===== src/design/soc_defines.svh =====
`ifndef SOC_DEFINES_SVH
`define SOC_DEFINES_SVH

// Bus widths
`define SOC_ARCHBITSZ 32
`define SOC_ADDRBITSZ 30
`define SOC_SELBITSZ 4
`define SOC_OPBITSZ 2
// Word offset width inside one 4 KB region
`define SOC_OFFBITSZ 10

// Region sizes in bytes, in address order
`define SOC_MAPSZ_DEVTBL 'h1000
`define SOC_MAPSZ_GP0IO 'h1000
`define SOC_MAPSZ_GP1IO 'h1000
`define SOC_MAPSZ_INVALID 'h1000
`define SOC_SLAVECOUNT 4

// Device ids as reported by the device table
`define SOC_ID_DEVTBL 7
`define SOC_ID_GPIO 6
`define SOC_ID_INVALID 0
`define SOC_SOCID 2

`define SOC_GP0IOCOUNT 16
`define SOC_GP1IOCOUNT 5
`define SOC_RST_CNTR_BITSZ 6

// Register word offsets
`define SOC_DT_REG_SOCID 0
`define SOC_DT_REG_COUNT 1
`define SOC_DT_REG_RST 2
`define SOC_DT_ENTRY_BASE 8
`define SOC_GPIO_REG_IN 0
`define SOC_GPIO_REG_OUT 1

`endif

===== src/design/soc_pkg.sv =====
`default_nettype none

`include "soc_defines.svh"

package soc_pkg;

	// Bus opcodes, RDWR returns the old value and writes the new one
	typedef enum logic [`SOC_OPBITSZ-1:0] {
		PI1_NOP  = 2'd0,
		PI1_WR   = 2'd1,
		PI1_RD   = 2'd2,
		PI1_RDWR = 2'd3
	} pi1_op_e;

	typedef enum logic [1:0] {
		RTR_IDLE,
		RTR_ISSUE,
		RTR_RESP
	} rtr_state_e;

	// Slaves in address order
	typedef enum logic [1:0] {
		S_DEVTBL  = 2'd0,
		S_GP0IO   = 2'd1,
		S_GP1IO   = 2'd2,
		S_INVALID = 2'd3
	} slave_e;

	// Reset control bits {rst1,rst0}
	typedef enum logic [1:0] {
		SWRST_NONE   = 2'b00,
		SWRST_PWROFF = 2'b01,
		SWRST_WARM   = 2'b10,
		SWRST_COLD   = 2'b11
	} sw_rst_e;

endpackage

`default_nettype wire


===== src/design/soc_top.sv =====
`timescale 1ns/1ns
`default_nettype none

`include "soc_defines.svh"

module soc_top (
	input  logic                          clk_2x_w,
	input  logic                          rst_p,
	input  soc_pkg::pi1_op_e              pi1_op_i,
	input  logic [`SOC_ADDRBITSZ-1:0]     pi1_addr_i,
	input  logic [`SOC_ARCHBITSZ-1:0]     pi1_data_i,
	input  logic [`SOC_SELBITSZ-1:0]      pi1_sel_i,
	output logic [`SOC_ARCHBITSZ-1:0]     pi1_data_o,
	output logic                          pi1_rdy_o,
	input  logic [`SOC_GP0IOCOUNT-1:0]    gp0_i,
	output logic [`SOC_GP0IOCOUNT-1:0]    gp0_o,
	input  logic [`SOC_GP1IOCOUNT-1:0]    gp1_i,
	output logic [1:0]                    intrqst_o,
	output logic                          sys_rst_o
);

	logic                         sys_rst;
	soc_pkg::sw_rst_e             sw_rst;
	soc_pkg::pi1_op_e             dt_op;
	soc_pkg::pi1_op_e             gp0_op;
	soc_pkg::pi1_op_e             gp1_op;
	logic [`SOC_OFFBITSZ-1:0]     slv_addr;
	logic [`SOC_ARCHBITSZ-1:0]    slv_data;
	logic [`SOC_SELBITSZ-1:0]     slv_sel;
	logic [`SOC_ARCHBITSZ-1:0]    dt_rdata;
	logic [`SOC_ARCHBITSZ-1:0]    gp0_rdata;
	logic [`SOC_ARCHBITSZ-1:0]    gp1_rdata;

	pi1_router u_router (
		.clk_2x_w(clk_2x_w), .sys_rst_i(sys_rst),
		.pi1_op_i(pi1_op_i), .pi1_addr_i(pi1_addr_i), .pi1_data_i(pi1_data_i),
		.pi1_sel_i(pi1_sel_i), .pi1_data_o(pi1_data_o), .pi1_rdy_o(pi1_rdy_o),
		.dt_rdata_i(dt_rdata), .gp0_rdata_i(gp0_rdata), .gp1_rdata_i(gp1_rdata),
		.dt_op_o(dt_op), .gp0_op_o(gp0_op), .gp1_op_o(gp1_op),
		.slv_addr_o(slv_addr), .slv_data_o(slv_data), .slv_sel_o(slv_sel)
	);

	dev_table u_devtbl (
		.clk_2x_w(clk_2x_w), .sys_rst_i(sys_rst),
		.op_i(dt_op), .addr_i(slv_addr), .data_i(slv_data), .sel_i(slv_sel),
		.rdata_o(dt_rdata), .sw_rst_o(sw_rst)
	);

	rst_seq u_rstseq (
		.clk_2x_w(clk_2x_w), .rst_p(rst_p), .sw_rst_i(sw_rst), .sys_rst_o(sys_rst)
	);

	gpio_port #(.IOCOUNT(`SOC_GP0IOCOUNT)) u_gpio0 (
		.clk_2x_w(clk_2x_w), .sys_rst_i(sys_rst),
		.op_i(gp0_op), .addr_i(slv_addr), .data_i(slv_data), .sel_i(slv_sel),
		.io_i(gp0_i), .rdata_o(gp0_rdata), .io_o(gp0_o), .intrqst_o(intrqst_o[0])
	);

	// Button bank has no outputs on the board
	gpio_port #(.IOCOUNT(`SOC_GP1IOCOUNT)) u_gpio1 (
		.clk_2x_w(clk_2x_w), .sys_rst_i(sys_rst),
		.op_i(gp1_op), .addr_i(slv_addr), .data_i(slv_data), .sel_i(slv_sel),
		.io_i(gp1_i), .rdata_o(gp1_rdata), .io_o(), .intrqst_o(intrqst_o[1])
	);

	assign sys_rst_o = sys_rst;

endmodule

`default_nettype wire


===== src/design/gpio_port.sv =====
`timescale 1ns/1ns
`default_nettype none

`include "soc_defines.svh"

module gpio_port #(
	parameter int IOCOUNT = `SOC_GP0IOCOUNT
) (
	input  logic                        clk_2x_w,
	input  logic                        sys_rst_i,
	input  soc_pkg::pi1_op_e            op_i,
	input  logic [`SOC_OFFBITSZ-1:0]    addr_i,
	input  logic [`SOC_ARCHBITSZ-1:0]   data_i,
	input  logic [`SOC_SELBITSZ-1:0]    sel_i,
	input  logic [IOCOUNT-1:0]          io_i,
	output logic [`SOC_ARCHBITSZ-1:0]   rdata_o,
	output logic [IOCOUNT-1:0]          io_o,
	output logic                        intrqst_o
);

	logic [IOCOUNT-1:0]          meta_r;
	logic [IOCOUNT-1:0]          sync_r;
	logic [IOCOUNT-1:0]          snap_r;
	logic [IOCOUNT-1:0]          out_r;
	logic [`SOC_ARCHBITSZ-1:0]   sel_mask;
	logic                        rd_op;
	logic                        wr_op;
	logic                        in_rd;
	logic                        out_wr;

	assign rd_op  = (op_i == soc_pkg::PI1_RD || op_i == soc_pkg::PI1_RDWR);
	assign wr_op  = (op_i == soc_pkg::PI1_WR || op_i == soc_pkg::PI1_RDWR);
	assign in_rd  = rd_op && (addr_i == `SOC_GPIO_REG_IN);
	assign out_wr = wr_op && (addr_i == `SOC_GPIO_REG_OUT);

	// Two-flop synchronizer on the pins
	always_ff @(posedge clk_2x_w) begin
		meta_r <= io_i;
		sync_r <= meta_r;
	end

	// Snapshot follows the inputs through reset so no stale change is flagged
	always_ff @(posedge clk_2x_w) begin
		if (sys_rst_i || in_rd)
			snap_r <= sync_r;
	end

	always_comb begin
		for (int b = 0; b < `SOC_SELBITSZ; b++)
			sel_mask[b*8 +: 8] = {8{sel_i[b]}};
	end

	always_ff @(posedge clk_2x_w) begin
		if (sys_rst_i) begin
			out_r <= '0;
		end else if (out_wr) begin
			out_r <= (out_r & ~sel_mask[IOCOUNT-1:0]) |
				(data_i[IOCOUNT-1:0] & sel_mask[IOCOUNT-1:0]);
		end
	end

	// Unused upper bits read as zero
	always_comb begin
		rdata_o = '0;
		if (addr_i == `SOC_GPIO_REG_IN)
			rdata_o[IOCOUNT-1:0] = sync_r;
		else if (addr_i == `SOC_GPIO_REG_OUT)
			rdata_o[IOCOUNT-1:0] = out_r;
	end

	assign io_o      = out_r;
	assign intrqst_o = (sync_r != snap_r);

endmodule

`default_nettype wire


===== src/design/rst_seq.sv =====
`timescale 1ns/1ns
`default_nettype none

`include "soc_defines.svh"

module rst_seq (
	input  logic              clk_2x_w,
	input  logic              rst_p,
	input  soc_pkg::sw_rst_e  sw_rst_i,
	output logic              sys_rst_o
);

	logic [`SOC_RST_CNTR_BITSZ-1:0] cntr_r;
	logic                           pwroff_r;
	logic                           reload;
	logic                           pwroff_req;

	// Cold has no global set/reset to act on, so it reloads like warm
	assign reload = rst_p ||
		(sw_rst_i == soc_pkg::SWRST_WARM) ||
		(sw_rst_i == soc_pkg::SWRST_COLD);

	assign pwroff_req = (sw_rst_i == soc_pkg::SWRST_PWROFF);

	always_ff @(posedge clk_2x_w) begin
		if (reload) begin
			cntr_r <= '1;
		end else if (cntr_r != '0) begin
			cntr_r <= cntr_r - 1'b1;
		end
	end

	// Power-off holds the system in reset until the pin reset
	always_ff @(posedge clk_2x_w) begin
		if (rst_p) begin
			pwroff_r <= 1'b0;
		end else if (pwroff_req) begin
			pwroff_r <= 1'b1;
		end
	end

	assign sys_rst_o = (cntr_r != '0) || pwroff_r;

endmodule

`default_nettype wire


===== src/design/dev_table.sv =====
`timescale 1ns/1ns
`default_nettype none

`include "soc_defines.svh"

module dev_table (
	input  logic                        clk_2x_w,
	input  logic                        sys_rst_i,
	input  soc_pkg::pi1_op_e            op_i,
	input  logic [`SOC_OFFBITSZ-1:0]    addr_i,
	input  logic [`SOC_ARCHBITSZ-1:0]   data_i,
	input  logic [`SOC_SELBITSZ-1:0]    sel_i,
	output logic [`SOC_ARCHBITSZ-1:0]   rdata_o,
	output soc_pkg::sw_rst_e            sw_rst_o
);

	localparam int IDXBITSZ = $clog2(`SOC_SLAVECOUNT);

	// Per-slave entries in slave_e order
	localparam logic [`SOC_ARCHBITSZ-1:0] DEV_ID [`SOC_SLAVECOUNT] = '{
		`SOC_ID_DEVTBL,
		`SOC_ID_GPIO,
		`SOC_ID_GPIO,
		`SOC_ID_INVALID
	};
	localparam logic [`SOC_ARCHBITSZ-1:0] DEV_MAPSZ [`SOC_SLAVECOUNT] = '{
		`SOC_MAPSZ_DEVTBL,
		`SOC_MAPSZ_GP0IO,
		`SOC_MAPSZ_GP1IO,
		`SOC_MAPSZ_INVALID
	};
	// Only the two GPIO banks raise interrupts
	localparam logic [`SOC_SLAVECOUNT-1:0] DEV_USEINTR = 4'b0110;

	soc_pkg::sw_rst_e             rst_ctl_r;
	logic [`SOC_OFFBITSZ-1:0]     ent_off;
	logic [IDXBITSZ-1:0]          ent_idx;
	logic                         ent_hit;
	logic                         wr_en;

	assign wr_en = (op_i == soc_pkg::PI1_WR || op_i == soc_pkg::PI1_RDWR);

	always_ff @(posedge clk_2x_w) begin
		if (sys_rst_i)
			rst_ctl_r <= soc_pkg::SWRST_NONE;
		else if (wr_en && addr_i == `SOC_DT_REG_RST && sel_i[0])
			rst_ctl_r <= soc_pkg::sw_rst_e'(data_i[1:0]);
	end

	// Two words per slave, id then map size
	assign ent_off = addr_i - `SOC_OFFBITSZ'(`SOC_DT_ENTRY_BASE);
	assign ent_hit = (addr_i >= `SOC_DT_ENTRY_BASE) &&
		(ent_off < `SOC_OFFBITSZ'(2 * `SOC_SLAVECOUNT));
	assign ent_idx = ent_off[IDXBITSZ:1];

	always_comb begin
		rdata_o = '0;
		if (addr_i == `SOC_DT_REG_SOCID) begin
			rdata_o = `SOC_SOCID;
		end else if (addr_i == `SOC_DT_REG_COUNT) begin
			rdata_o = `SOC_SLAVECOUNT;
		end else if (addr_i == `SOC_DT_REG_RST) begin
			rdata_o[1:0] = rst_ctl_r;
		end else if (ent_hit) begin
			if (ent_off[0])
				rdata_o = DEV_MAPSZ[ent_idx] | `SOC_ARCHBITSZ'(DEV_USEINTR[ent_idx]);
			else
				rdata_o = DEV_ID[ent_idx];
		end
	end

	assign sw_rst_o = rst_ctl_r;

endmodule

`default_nettype wire


===== src/design/pi1_router.sv =====
`timescale 1ns/1ns
`default_nettype none

`include "soc_defines.svh"

module pi1_router (
	input  logic                        clk_2x_w,
	input  logic                        sys_rst_i,
	input  soc_pkg::pi1_op_e            pi1_op_i,
	input  logic [`SOC_ADDRBITSZ-1:0]   pi1_addr_i,
	input  logic [`SOC_ARCHBITSZ-1:0]   pi1_data_i,
	input  logic [`SOC_SELBITSZ-1:0]    pi1_sel_i,
	output logic [`SOC_ARCHBITSZ-1:0]   pi1_data_o,
	output logic                        pi1_rdy_o,
	input  logic [`SOC_ARCHBITSZ-1:0]   dt_rdata_i,
	input  logic [`SOC_ARCHBITSZ-1:0]   gp0_rdata_i,
	input  logic [`SOC_ARCHBITSZ-1:0]   gp1_rdata_i,
	output soc_pkg::pi1_op_e            dt_op_o,
	output soc_pkg::pi1_op_e            gp0_op_o,
	output soc_pkg::pi1_op_e            gp1_op_o,
	output logic [`SOC_OFFBITSZ-1:0]    slv_addr_o,
	output logic [`SOC_ARCHBITSZ-1:0]   slv_data_o,
	output logic [`SOC_SELBITSZ-1:0]    slv_sel_o
);

	localparam int WORDBYTES = `SOC_ARCHBITSZ / 8;

	// Word base of each region, regions follow each other from 0
	localparam logic [`SOC_ADDRBITSZ-1:0] GP0_BASE =
		`SOC_ADDRBITSZ'(`SOC_MAPSZ_DEVTBL / WORDBYTES);
	localparam logic [`SOC_ADDRBITSZ-1:0] GP1_BASE =
		GP0_BASE + `SOC_ADDRBITSZ'(`SOC_MAPSZ_GP0IO / WORDBYTES);
	localparam logic [`SOC_ADDRBITSZ-1:0] INV_BASE =
		GP1_BASE + `SOC_ADDRBITSZ'(`SOC_MAPSZ_GP1IO / WORDBYTES);

	soc_pkg::rtr_state_e              state_r;
	soc_pkg::pi1_op_e                 op_r;
	soc_pkg::slave_e                  slave_r;
	soc_pkg::slave_e                  req_slave;
	logic [`SOC_ADDRBITSZ-1:0]        req_base;
	logic [`SOC_ADDRBITSZ-1:0]        req_off;
	logic [`SOC_OFFBITSZ-1:0]         off_r;
	logic [`SOC_ARCHBITSZ-1:0]        wdata_r;
	logic [`SOC_SELBITSZ-1:0]         sel_r;
	logic [`SOC_ARCHBITSZ-1:0]        slv_rdata;
	logic [`SOC_ARCHBITSZ-1:0]        rdata_r;

	// Anything past the last GPIO bank lands on the invalid device
	always_comb begin
		if (pi1_addr_i < GP0_BASE) begin
			req_slave = soc_pkg::S_DEVTBL;
			req_base  = '0;
		end else if (pi1_addr_i < GP1_BASE) begin
			req_slave = soc_pkg::S_GP0IO;
			req_base  = GP0_BASE;
		end else if (pi1_addr_i < INV_BASE) begin
			req_slave = soc_pkg::S_GP1IO;
			req_base  = GP1_BASE;
		end else begin
			req_slave = soc_pkg::S_INVALID;
			req_base  = INV_BASE;
		end
		req_off = pi1_addr_i - req_base;
	end

	always_ff @(posedge clk_2x_w) begin
		if (sys_rst_i) begin
			state_r <= soc_pkg::RTR_IDLE;
		end else begin
			case (state_r)
				soc_pkg::RTR_IDLE:  if (pi1_op_i != soc_pkg::PI1_NOP) state_r <= soc_pkg::RTR_ISSUE;
				soc_pkg::RTR_ISSUE: state_r <= soc_pkg::RTR_RESP;
				default:            state_r <= soc_pkg::RTR_IDLE;
			endcase
		end
	end

	// Request is captured on the edge that leaves idle
	always_ff @(posedge clk_2x_w) begin
		if (state_r == soc_pkg::RTR_IDLE) begin
			op_r    <= pi1_op_i;
			slave_r <= req_slave;
			off_r   <= req_off[`SOC_OFFBITSZ-1:0];
			wdata_r <= pi1_data_i;
			sel_r   <= pi1_sel_i;
		end
		if (state_r == soc_pkg::RTR_ISSUE) begin
			if (op_r == soc_pkg::PI1_WR || slave_r == soc_pkg::S_INVALID)
				rdata_r <= '0;
			else
				rdata_r <= slv_rdata;
		end
	end

	always_comb begin
		case (slave_r)
			soc_pkg::S_DEVTBL: slv_rdata = dt_rdata_i;
			soc_pkg::S_GP0IO:  slv_rdata = gp0_rdata_i;
			soc_pkg::S_GP1IO:  slv_rdata = gp1_rdata_i;
			default:           slv_rdata = '0;
		endcase
	end

	// One slave sees the op for the single issue cycle
	always_comb begin
		dt_op_o  = soc_pkg::PI1_NOP;
		gp0_op_o = soc_pkg::PI1_NOP;
		gp1_op_o = soc_pkg::PI1_NOP;
		if (state_r == soc_pkg::RTR_ISSUE) begin
			case (slave_r)
				soc_pkg::S_DEVTBL: dt_op_o  = op_r;
				soc_pkg::S_GP0IO:  gp0_op_o = op_r;
				soc_pkg::S_GP1IO:  gp1_op_o = op_r;
				default:           ;
			endcase
		end
	end

	assign slv_addr_o = off_r;
	assign slv_data_o = wdata_r;
	assign slv_sel_o  = sel_r;
	assign pi1_data_o = rdata_r;
	assign pi1_rdy_o  = (state_r == soc_pkg::RTR_RESP);

endmodule

`default_nettype wire


===== config.mk =====
export PLATFORM = sky130hd
export DESIGN_NAME = soc_top
export DESIGN_NICKNAME = d
export VERILOG_FILES = /design/src/design/soc_pkg.sv /design/src/design/soc_top.sv /design/src/design/gpio_port.sv /design/src/design/rst_seq.sv /design/src/design/dev_table.sv /design/src/design/pi1_router.sv
export VERILOG_INCLUDE_DIRS = /design/src /design/src/design
export SDC_FILE = /design/constraint.sdc
export NUM_CORES = 1
export LEC_CHECK = 0
export ABC_AREA = 1
export BUFFER_PORTS_ARGS = -buffer_cell sky130_fd_sc_hd__buf_4
export CAP_MARGIN = 0
export CORE_MARGIN = 4
export CORE_UTILIZATION = 40
export DETAILED_ROUTE_END_ITERATION = 12
export PLACE_DENSITY = 0.69
export SLEW_MARGIN = 25
export SYNTH_ARGS = -nofsm -noshare
export SYNTH_HDL_FRONTEND = slang
export SYNTH_SLANG_ARGS = --single-unit

===== constraint.sdc =====
create_clock -name clk_2x_w -period 3.98 [get_ports clk_2x_w]
set_input_delay 0.199 -clock clk_2x_w [delete_from_list [all_inputs] [get_ports clk_2x_w]]
set_output_delay 0.199 -clock clk_2x_w [all_outputs]
set_load 0.005 [all_outputs]

=== Word level (Yosys, flattened, before mapping) ===
Cells that the tools add are included.

* Flip-flop bits (word level): 159
* Bits of input ports: 91
* Output and inout bits: 52

* Add/sub/neg operators: 3
* Magnitude comparators: 7
* Equality and inequality tests: 22
* Muxes and demuxes: 31
* Bitwise logic cells: 10
* Reductions and logical operators: 24

{| class="wikitable"
|+ Operators with widths
! kind !! count
|-
| two-way mux 32 bit || 8
|-
| binary-select mux 32 bit (select 2 bit) || 2
|-
| one-hot mux 32 bit (3 select lines) || 1
|-
| less-than comparator 30 x 12 -> 1 bit, second input constant || 2
|-
| bitwise AND 16 bit || 2
|-
| two-way mux 16 bit || 2
|-
| OR 32 x 1 -> 32 bit || 1
|-
| less-than comparator 30 x 11 -> 1 bit, second input constant || 1
|-
| two-way mux 30 bit || 1
|-
| == test 2 bit, second input constant || 10
|-
| two-way mux 10 bit || 2
|-
| two-way mux 2 bit || 8
|-
| inequality test 16 bit || 1
|-
| NOT 16 bit || 1
|-
| OR 16 bit || 1
|-
| == test 2 x 1 -> 1 bit, second input constant || 7
|-
| logical OR 1 bit || 11
|-
| bitwise AND 5 bit || 2
|-
| == test 10 x 1 -> 1 bit, second input constant || 1
|-
| == test 10 x 2 -> 1 bit, second input constant || 1
|-
| greater-or-equal comparator 10 x 4 -> 1 bit, second input constant || 1
|-
| zero test 10 bit || 1
|-
| less-than comparator 10 x 4 -> 1 bit, second input constant || 1
|-
| two-way mux 5 bit || 2
|-
| 18 further kinds || 27
|}

=== Depth between registers and ports, before layout ===
Gate-level depths: netlist of the first run.

* Word-level depth: 12
* Mapped depth: 10

=== By module ===
From an unflattened synthesis of the first run, not the netlist that was laid out.

* Cells, all modules: 835
* Area, all modules: 7,992.7 um2

{| class="wikitable"
|+ By module, submodules not included
! module !! instances !! cells each !! area each (um2)
|-
| pi1_router || 1 || 340 || 3,714.8
|-
| gpio_port (u_gpio0) || 1 || 241 || 2,341.0
|-
| gpio_port (u_gpio1) || 1 || 118 || 1,023.5
|-
| dev_table || 1 || 82 || 516.7
|-
| rst_seq || 1 || 54 || 396.6
|}

=== Least setup slack after synthesis of the first run ===
Ideal clock, no wire load.

* Kind: reg2reg
* From: reg u_router.off_r[2] (netlist: u_router.slv_addr_o[2])
* To: reg u_gpio0.snap_r[0], enable pin
* Data arrival time: 2.270 ns
* Setup slack: 1.298 ns
* Stages on the path, launching flop included: 8
* Clock period less this slack: 2.682 ns
* Cells stage by stage: edfxtp_1 > nor2_2 > nand2_1 > nor2_4 > nand2_1 > inv_2 > nand3_1 > o21ai_0

* Word-level cells in the longest chain between the ends: 3

{| class="wikitable"
|+ Ends and longest elaborated chain
! item !! line !! text
|-
| start, declared || pi1_router.sv:42 || <nowiki>logic [`SOC_OFFBITSZ-1:0] off_r;</nowiki>
|-
| start signal, assigned || pi1_router.sv:83 || <nowiki>off_r <= req_off[`SOC_OFFBITSZ-1:0];</nowiki>
|-
| zero test 10 bit (no line) || -- ||
|-
| logical AND 1 bit || gpio_port.sv:33 || <nowiki>assign in_rd = rd_op && (addr_i == `SOC_GPIO_REG_IN);</nowiki>
|-
| logical OR 1 bit || gpio_port.sv:44 || <nowiki>if (sys_rst_i || in_rd)</nowiki>
|-
| end signal, assigned || gpio_port.sv:45 || <nowiki>snap_r <= sync_r;</nowiki>
|-
| end, declared || gpio_port.sv:23 || <nowiki>logic [IOCOUNT-1:0] snap_r;</nowiki>
|}

Every way passes these cells.
A chain may end at the register's enable or synchronous reset.

=== Final worst setup path of the first run ===
* From: reg u_router.off_r[2] (netlist: u_router.slv_addr_o[2])
* To: reg u_gpio1.snap_r[1], enable pin

* Word-level cells in the longest chain between the ends: 3

{| class="wikitable"
|+ Ends and longest elaborated chain
! item !! line
|-
| zero test 10 bit (no line) || --
|-
| logical AND 1 bit || gpio_port.sv:33
|-
| logical OR 1 bit || gpio_port.sv:44
|-
| end signal, assigned || gpio_port.sv:45
|-
| end, declared || gpio_port.sv:23
|}

Every way passes these cells.

==> impl_metrics.json, run 1 <==
{
  "outcome": "finished clean",
  "floorplan.rows": 42,
  "area_enclosed_by_the_die_boundary_um2": 15400,
  "pwr-share-seq": 0.476,
  "initialDrtViolationCount": 247,
  "design.portCount": 143,
  "gp_congestion": 0.834,
  "pwr_cell_area_nw_per_um2": 456,
  "gate_count_of_the_mapped_netlist": 514,
  "grt_pass1_wl_um": 18800,
  "worstSetupEndpointType": "register",
  "multiplexer_fraction_of_the_synthesized_cell_area": 0,
  "drt-pass1-iter-count": 5,
  "place.detailed.hpwl_um": 8530,
  "synth_adder_area_share": 0.00928,
  "layout_commonest_cell": "sky130_fd_sc_hd__buf_4",
  "fin_area_um2": 7470,
  "gr-total-overflow": 0,
  "main_combinational_cell_family_by_area_after_synthesis": "simple AND/OR/NAND/NOR gates",
  "max-slew-margin-rel": 0.498,
  "clock_latency_ns": 0.42,
  "clock_sinks": 143,
  "hold_depth": 2,
  "synthesis.area_um2": 5390,
  "final_core_utilization": 0.564,
  "hold_path.class": "input pin to register",
  "yosysWarningCount": 0,
  "p_leak_nw": 3.26,
  "clock_power_share": 0.481,
  "cts-root-to-sink-buffers": 2,
  "maxCapViolCount": 0,
  "rr_worst_depth": 7,
  "antenna_left": 0,
  "pin_count_of_the_biggest_net_entering_global_routing": 26,
  "comb_power_share": 0.043,
  "timing.fmax_ghz": 0.397,
  "number_of_post_cts_setup_repair_buffers": 0,
  "placedInstanceArea_um2": 6320,
  "holdBufCountCts": 52,
  "remaining_drc_errors": 0,
  "cts_resized": 0,
  "postSynthRegisterBits": 143,
  "vdd_drop_max_mv": 0.293,
  "fin_setup_tns_ns": 0,
  "hold_path_startpoint": "pi1_addr_i[10]",
  "power.share.switching": 0.191,
  "clock_tree.htree_level_count": 4,
  "unrepaired_setup_endpoints_after_global_routing": "no",
  "coreArea_um2": 13200,
  "synth_xor_area_frac": 0.0325,
  "fin_crit_ns": 2.52,
  "dieWidth_um": 124,
  "power_switching_mw": 0.651,
  "setup_violations": 0,
  "synth_compound_gate_area_share": 0.0429,
  "wirelength_um": 11900,
  "layout-area-overhead-vs-synth_pct": 38.5,
  "timing.final.hold_violations": 0,
  "crit_arrival_ns": 2.57,
  "detail_route.vias_per_cell": 4.51,
  "crit-reg2reg-launch": "u_router.slv_addr_o[2]",
  "dr_total_vias": 3942,
  "final-max-slew-violation-count": 0,
  "portBuffers": 108,
  "grt_pass1_vias": 3921,
  "worst_flop_to_flop_path_endpoint": "u_gpio1.snap_r[1]",
  "period_share": 0.632,
  "cts_tree": "done",
  "cts_root_buffer": "sky130_fd_sc_hd__clkbuf_16",
  "synth_simple_gate_area_frac": 0.183,
  "global_route.usage.total": 0.161,
  "worst-r2r-setup-slack_ns": 1.46,
  "fin_worst_skew_ns": 0.00660,
  "hold-worst-slack_ns": 0.0824,
  "synth_seq_area_share": 0.659,
  "synthesis.area_per_instance_um2": 10.5,
  "critical_path_class": "register to register",
  "internal_power_mw": 2.75,
  "worstSetupStartpointType": "register",
  "worstPathRequired_ns": 4.03,
  "grt_antenna_before_repair": 0,
  "cp_max_fo": 14,
  "drt-wirelength-per-cell_um": 13.6,
  "fin_nets": 781,
  "drive_above_1_share": 0.230,
  "hold_end": "u_router.slave_r[0]",
  "numCtsBuffers": 17,
  "tightest_slew_ns": 0.748,
  "antenna_cells": 0,
  "start_util": 0.407,
  "synth.distinct_cells": 32,
  "die_height_um": 124,
  "clkTransAtPathRegs_ns": 0.06,
  "most_frequent_cells_in_the_layout": "sky130_fd_sc_hd__buf_4 (110), sky130_fd_sc_hd__nand2_1 (109), sky130_fd_sc_hd__dfxtp_1 (74), sky130_fd_sc_hd__edfxtp_1 (69), sky130_fd_sc_hd__nor2_1 (57)"
}
[cell families (layout without fill, tap and decap cells)]
| group | count (synthesis) | in the layout |
|---|---|---|
| AO/OA/AOI/OAI | 43 | 43 |
| XOR/XNOR | 20 | 20 |
| adder cells (fa/ha/maj) | 4 | 4 |
| buffers and inverters | 82 | 252 |
| flip-flops | 143 | 143 |
| other | 1 | 16 |
| AND/OR/NAND/NOR | 221 | 221 |
[worst max-delay path, stage by stage, from the launching register on]
cell	delay (ns)
sky130_fd_sc_hd__edfxtp_1	0.42
sky130_fd_sc_hd__nor2_2	0.14
sky130_fd_sc_hd__nand2_1	0.09
sky130_fd_sc_hd__nor2_4	0.31
sky130_fd_sc_hd__nand2_1	0.22
sky130_fd_sc_hd__inv_2	0.24
sky130_fd_sc_hd__nand3_1	0.13
sky130_fd_sc_hd__o21ai_0	0.59
[how the worst max path moves through the flow]
| stage | startpoint | end | slack, ns |
|---|---|---|---|
| 6_report | u_router.slv_addr_o[2] | u_gpio1.snap_r[1] | 1.46 |
| 5_1_grt | u_router.slv_addr_o[2] | u_gpio1.snap_r[4] | 1.25 |
| 4_1_cts | u_router.slv_addr_o[2] | u_gpio1.snap_r[4] | 1.47 |
| 3_5_place_dp | u_router.slv_addr_o[2] | u_gpio1.snap_r[3] | 1.48 |
| 3_3_place_gp | u_router.slv_addr_o[2] | u_gpio1.snap_r[2] | 1.57 |
| 2_1_floorplan | u_router.slv_addr_o[2] | u_gpio0.snap_r[0] | 1.30 |
[final cells by class]
| class | count | area (um^2) |
|---|---|---|
| multi-input combinational | 304 | 1500 |
| clock buffer | 21 | 492 |
| timing repair buffer | 162 | 1350 |
| clock inverter | 11 | 134 |
| tap | 176 | 220 |
| fill | 1121 | 5780 |
| inverter | 58 | 218 |
| sequential | 143 | 3550 |
[stage by stage]
| step | power [mW] | cells | setup slack (ns) |
|---|---|---|---|
| after floorplan | 1.69 | 529 | 1.30 |
| after global placement | 1.75 | 791 | 1.57 |
| after detailed placement | 1.76 | 791 | 1.48 |
| after CTS | 3.43 | 875 | 1.47 |
| after global routing | 3.53 | 875 | 1.25 |
| final | 3.40 | 875 | 1.46 |
[cell usage after synthesis]
master	number	area [um^2]
sky130_fd_sc_hd__a21oi_1	26	130
sky130_fd_sc_hd__xor2_1	8	70.1
sky130_fd_sc_hd__nand2_1	109	409
sky130_fd_sc_hd__nand3b_1	4	30.0
sky130_fd_sc_hd__o211ai_1	2	15.0
sky130_fd_sc_hd__inv_1	52	195
sky130_fd_sc_hd__ha_1	4	50.1
sky130_fd_sc_hd__xnor2_1	12	105
sky130_fd_sc_hd__edfxtp_1	69	2070
sky130_fd_sc_hd__nor3_1	2	10.0
sky130_fd_sc_hd__o311ai_0	2	17.5
sky130_fd_sc_hd__buf_6	1	11.3
sky130_fd_sc_hd__nor2_8	1	20.0
sky130_fd_sc_hd__buf_2	3	15.0
sky130_fd_sc_hd__a21boi_0	1	7.51
sky130_fd_sc_hd__nor2_1	58	218
sky130_fd_sc_hd__nand3_1	17	85.1
sky130_fd_sc_hd__inv_2	6	22.5
sky130_fd_sc_hd__nand3_2	1	10.0
sky130_fd_sc_hd__o22ai_1	1	6.26
sky130_fd_sc_hd__nor4_1	5	31.3
sky130_fd_sc_hd__nand2_4	1	11.3
sky130_fd_sc_hd__buf_4	20	150
sky130_fd_sc_hd__or2_2	1	6.26
sky130_fd_sc_hd__nand4_1	11	68.8
sky130_fd_sc_hd__conb_1	1	3.75
sky130_fd_sc_hd__nor2_4	3	33.8
sky130_fd_sc_hd__nor2_2	4	25.0
sky130_fd_sc_hd__o21ai_0	11	55.1
sky130_fd_sc_hd__dfxtp_1	74	1480
sky130_fd_sc_hd__nor3b_1	1	7.51
sky130_fd_sc_hd__nand2_2	3	18.8
[metal layers]
| layer | track usage | wire, um | up-vias |
|---|---|---|---|
| met4 | 0.0616 | 223 | 0 |
| met2 | 0.277 | 6160 | 141 |
| met5 | 0 | 0 | - |
| li1 | - | - | 1993 |
| met3 | 0.0490 | 673 | 21 |
| met1 | 0.188 | 4890 | 1787 |
[power by group through the flow]
| stage | clock [mW] | combinational, mW | sequential, mW |
|---|---|---|---|
| after CTS | 1.66 | 0.148 | 1.62 |
| after global placement | 0 | 0.102 | 1.65 |
| after floorplan | 0 | 0.0544 | 1.64 |
| after global routing | 1.74 | 0.164 | 1.63 |
| after detailed placement | 0 | 0.106 | 1.65 |
| final | 1.64 | 0.148 | 1.62 |
(Power assumes the default switching activity.)
==> run 2, diff against run 1 <==
--- a/config.mk
+++ b/config.mk
@@ -12,7 +12,7 @@
 export CORE_MARGIN = 4
 export CORE_UTILIZATION = 40
 export DETAILED_ROUTE_END_ITERATION = 12
-export PLACE_DENSITY = 0.69
+export PLACE_DENSITY = 0.72
 export SLEW_MARGIN = 25
 export SYNTH_ARGS = -nofsm -noshare
 export SYNTH_HDL_FRONTEND = slang
==> constraint.sdc (replaced) <==
create_clock -name clk_2x_w -period 2.1 [get_ports clk_2x_w]
set_input_delay 0.105 -clock clk_2x_w [delete_from_list [all_inputs] [get_ports clk_2x_w]]
set_output_delay 0.105 -clock clk_2x_w [all_outputs]
set_load 0.005 [all_outputs]
==> impl_metrics.json, run 2 (synthesis results as in run 1) <==
{
  "hold_path_startpoint": "pi1_addr_i[12]",
  "clkTransAtPathRegs_ns": 0.06,
  "cp_max_fo": 13,
  "unrepaired_setup_endpoints_after_global_routing": "no",
  "dr_total_vias": 3988,
  "p_leak_nw": 3.38,
  "portBuffers": 108,
  "layout_commonest_cell": "sky130_fd_sc_hd__buf_4",
  "cts-root-to-sink-buffers": 2,
  "worstSetupEndpointType": "register",
  "crit_top_cell": "sky130_fd_sc_hd__nand2_1",
  "critical_path_class": "register to register",
  "initialDrtViolationCount": 284,
  "outcome": "finished clean",
  "rr_worst_depth": 10,
  "start_util": 0.407,
  "cts_resized": 0,
  "hold_depth": 3,
  "layout-area-overhead-vs-synth_pct": 38.9,
  "number_of_post_cts_setup_repair_buffers": 0,
  "clock_latency_ns": 0.42,
  "crit-reg2reg-launch": "u_router.slv_addr_o[2]",
  "fin_crit_ns": 1.87,
  "fin_area_um2": 7490,
  "setup_violations": 0,
  "crit_arrival_ns": 2.23,
  "area_enclosed_by_the_die_boundary_um2": 15400,
  "design.portCount": 143,
  "wirelength_um": 12100,
  "dieWidth_um": 124,
  "grt_pass1_vias": 3988,
  "drt-wirelength-per-cell_um": 13.7,
  "path_cells": "nor2_2 > nand2_1 > nor2_4 > buf_4 > nand2_4 > inv_1 > nand3_1 > nand2_1 > nand2_1 > nor2_1",
  "worstPathRequired_ns": 2.45,
  "vdd_drop_max_mv": 0.610,
  "crit_path_top_delay_cell": "sky130_fd_sc_hd__edfxtp_1",
  "grt_antenna_before_repair": 0,
  "detail_route.vias_per_cell": 4.51,
  "fin_nets": 790,
  "timing.final.hold_violations": 0,
  "period_share": 0.891,
  "grt_pass1_wl_um": 18900,
  "total_power_after_layout_mw": 6.18,
  "tightest_slew_ns": 0.855,
  "pin_count_of_the_biggest_net_entering_global_routing": 23,
  "global_route.usage.total": 0.163,
  "gr-total-overflow": 0,
  "critPathTopFamily": "simple AND/OR/NAND/NOR gates",
  "drt-pass1-iter-count": 7,
  "numCtsBuffers": 17,
  "floorplan.rows": 42,
  "die_height_um": 124,
  "cts_root_buffer": "sky130_fd_sc_hd__clkbuf_16",
  "gp_congestion": 0.884,
  "cp-startpoint": "u_router.slv_addr_o[2]",
  "clock_sinks": 143,
  "fin_setup_tns_ns": 0,
  "maxCapViolCount": 0,
  "cpPeakStageDelay_ns": 0.43,
  "remaining_drc_errors": 0,
  "cts_tree": "done",
  "timing.fmax_ghz": 0.534,
  "worst-r2r-setup-slack_ns": 0.23,
  "drive_above_1_share": 0.242,
  "coreArea_um2": 13200,
  "final_core_utilization": 0.566,
  "most_frequent_cells_in_the_layout": "sky130_fd_sc_hd__buf_4 (116), sky130_fd_sc_hd__nand2_1 (109), sky130_fd_sc_hd__dfxtp_1 (74), sky130_fd_sc_hd__edfxtp_1 (69), sky130_fd_sc_hd__nor2_1 (57)",
  "place.detailed.hpwl_um": 8390,
  "antenna_left": 0,
  "hold-worst-slack_ns": 0.0176,
  "placedInstanceArea_um2": 6390,
  "worstSetupStartpointType": "register",
  "hold_end": "u_router.slave_r[0]",
  "fin_worst_skew_ns": 0.00894,
  "max-slew-margin-rel": 0.426,
  "final-max-slew-violation-count": 0,
  "number_of_buffer_and_inverter_instances_along_the_worst_setup_path": 2,
  "hold_path.class": "input pin to register",
  "antenna_cells": 0,
  "pwr_cell_area_nw_per_um2": 825,
  "clock_tree.htree_level_count": 4
}
-- run 2: cell type report --
class                   count  area (um^2)
flip-flops and latches    143         3550
repair buffers            171         1430
fillers                  1082         5750
well taps                 176          220
inverters                  58          218
multi-input cells         304         1510
clock inverters            15          136
clock buffers              17          425
-- run 2: power by group --
| group | total, mW | switching [mW] | leakage (nW) | internal (mW) |
|---|---|---|---|---|
| Clock | 2.83 | 1.19 | 0.277 | 1.64 |
| Sequential | 3.07 | 0.0545 | 1.36 | 3.01 |
| Combinational | 0.284 | 0.0936 | 1.75 | 0.190 |
| Total | 6.18 | 1.34 | 3.38 | 4.85 |
-- run 2: worst max path at each step --
stage / slack (ns) / depth (start not counted) / end
4_1_cts: 0.23 / 8 / u_gpio1.snap_r[3]
6_report: 0.23 / 10 / register
2_1_floorplan: 0.14 / 7 / u_gpio0.snap_r[0]
3_5_place_dp: 0.24 / 8 / u_gpio1.snap_r[2]
3_3_place_gp: 0.30 / 8 / u_gpio1.snap_r[0]
5_1_grt: 0.04 / 8 / u_gpio1.snap_r[1]
-- run 2: metal layers --
layer / wire length (um) / track usage
met2: 6180 / 0.280
met4: 168 / 0.0589
met5: 0 / 0
met1: 5000 / 0.192
met3: 792 / 0.0522
-- run 2: timing repair --
item / in CTS / in global routing
endpoints found under the setup margin: 0 / 0
hold buffers: 54 / 0
hold endpoints to repair: 57 / 0
-- run 2: worst min-delay path: stages --
cell and delay (ns):
sky130_fd_sc_hd__buf_4 0.08, sky130_fd_sc_hd__nor2_1 0.04, sky130_fd_sc_hd__nand3b_1 0.10
-- run 2: metrics by stage --
step,setup WS [ns],std cells
6_report,0.228,884
5_1_grt,0.0364,884
4_1_cts,0.228,884
3_5_place_dp,0.242,798
3_3_place_gp,0.304,798
2_1_floorplan,0.137,529
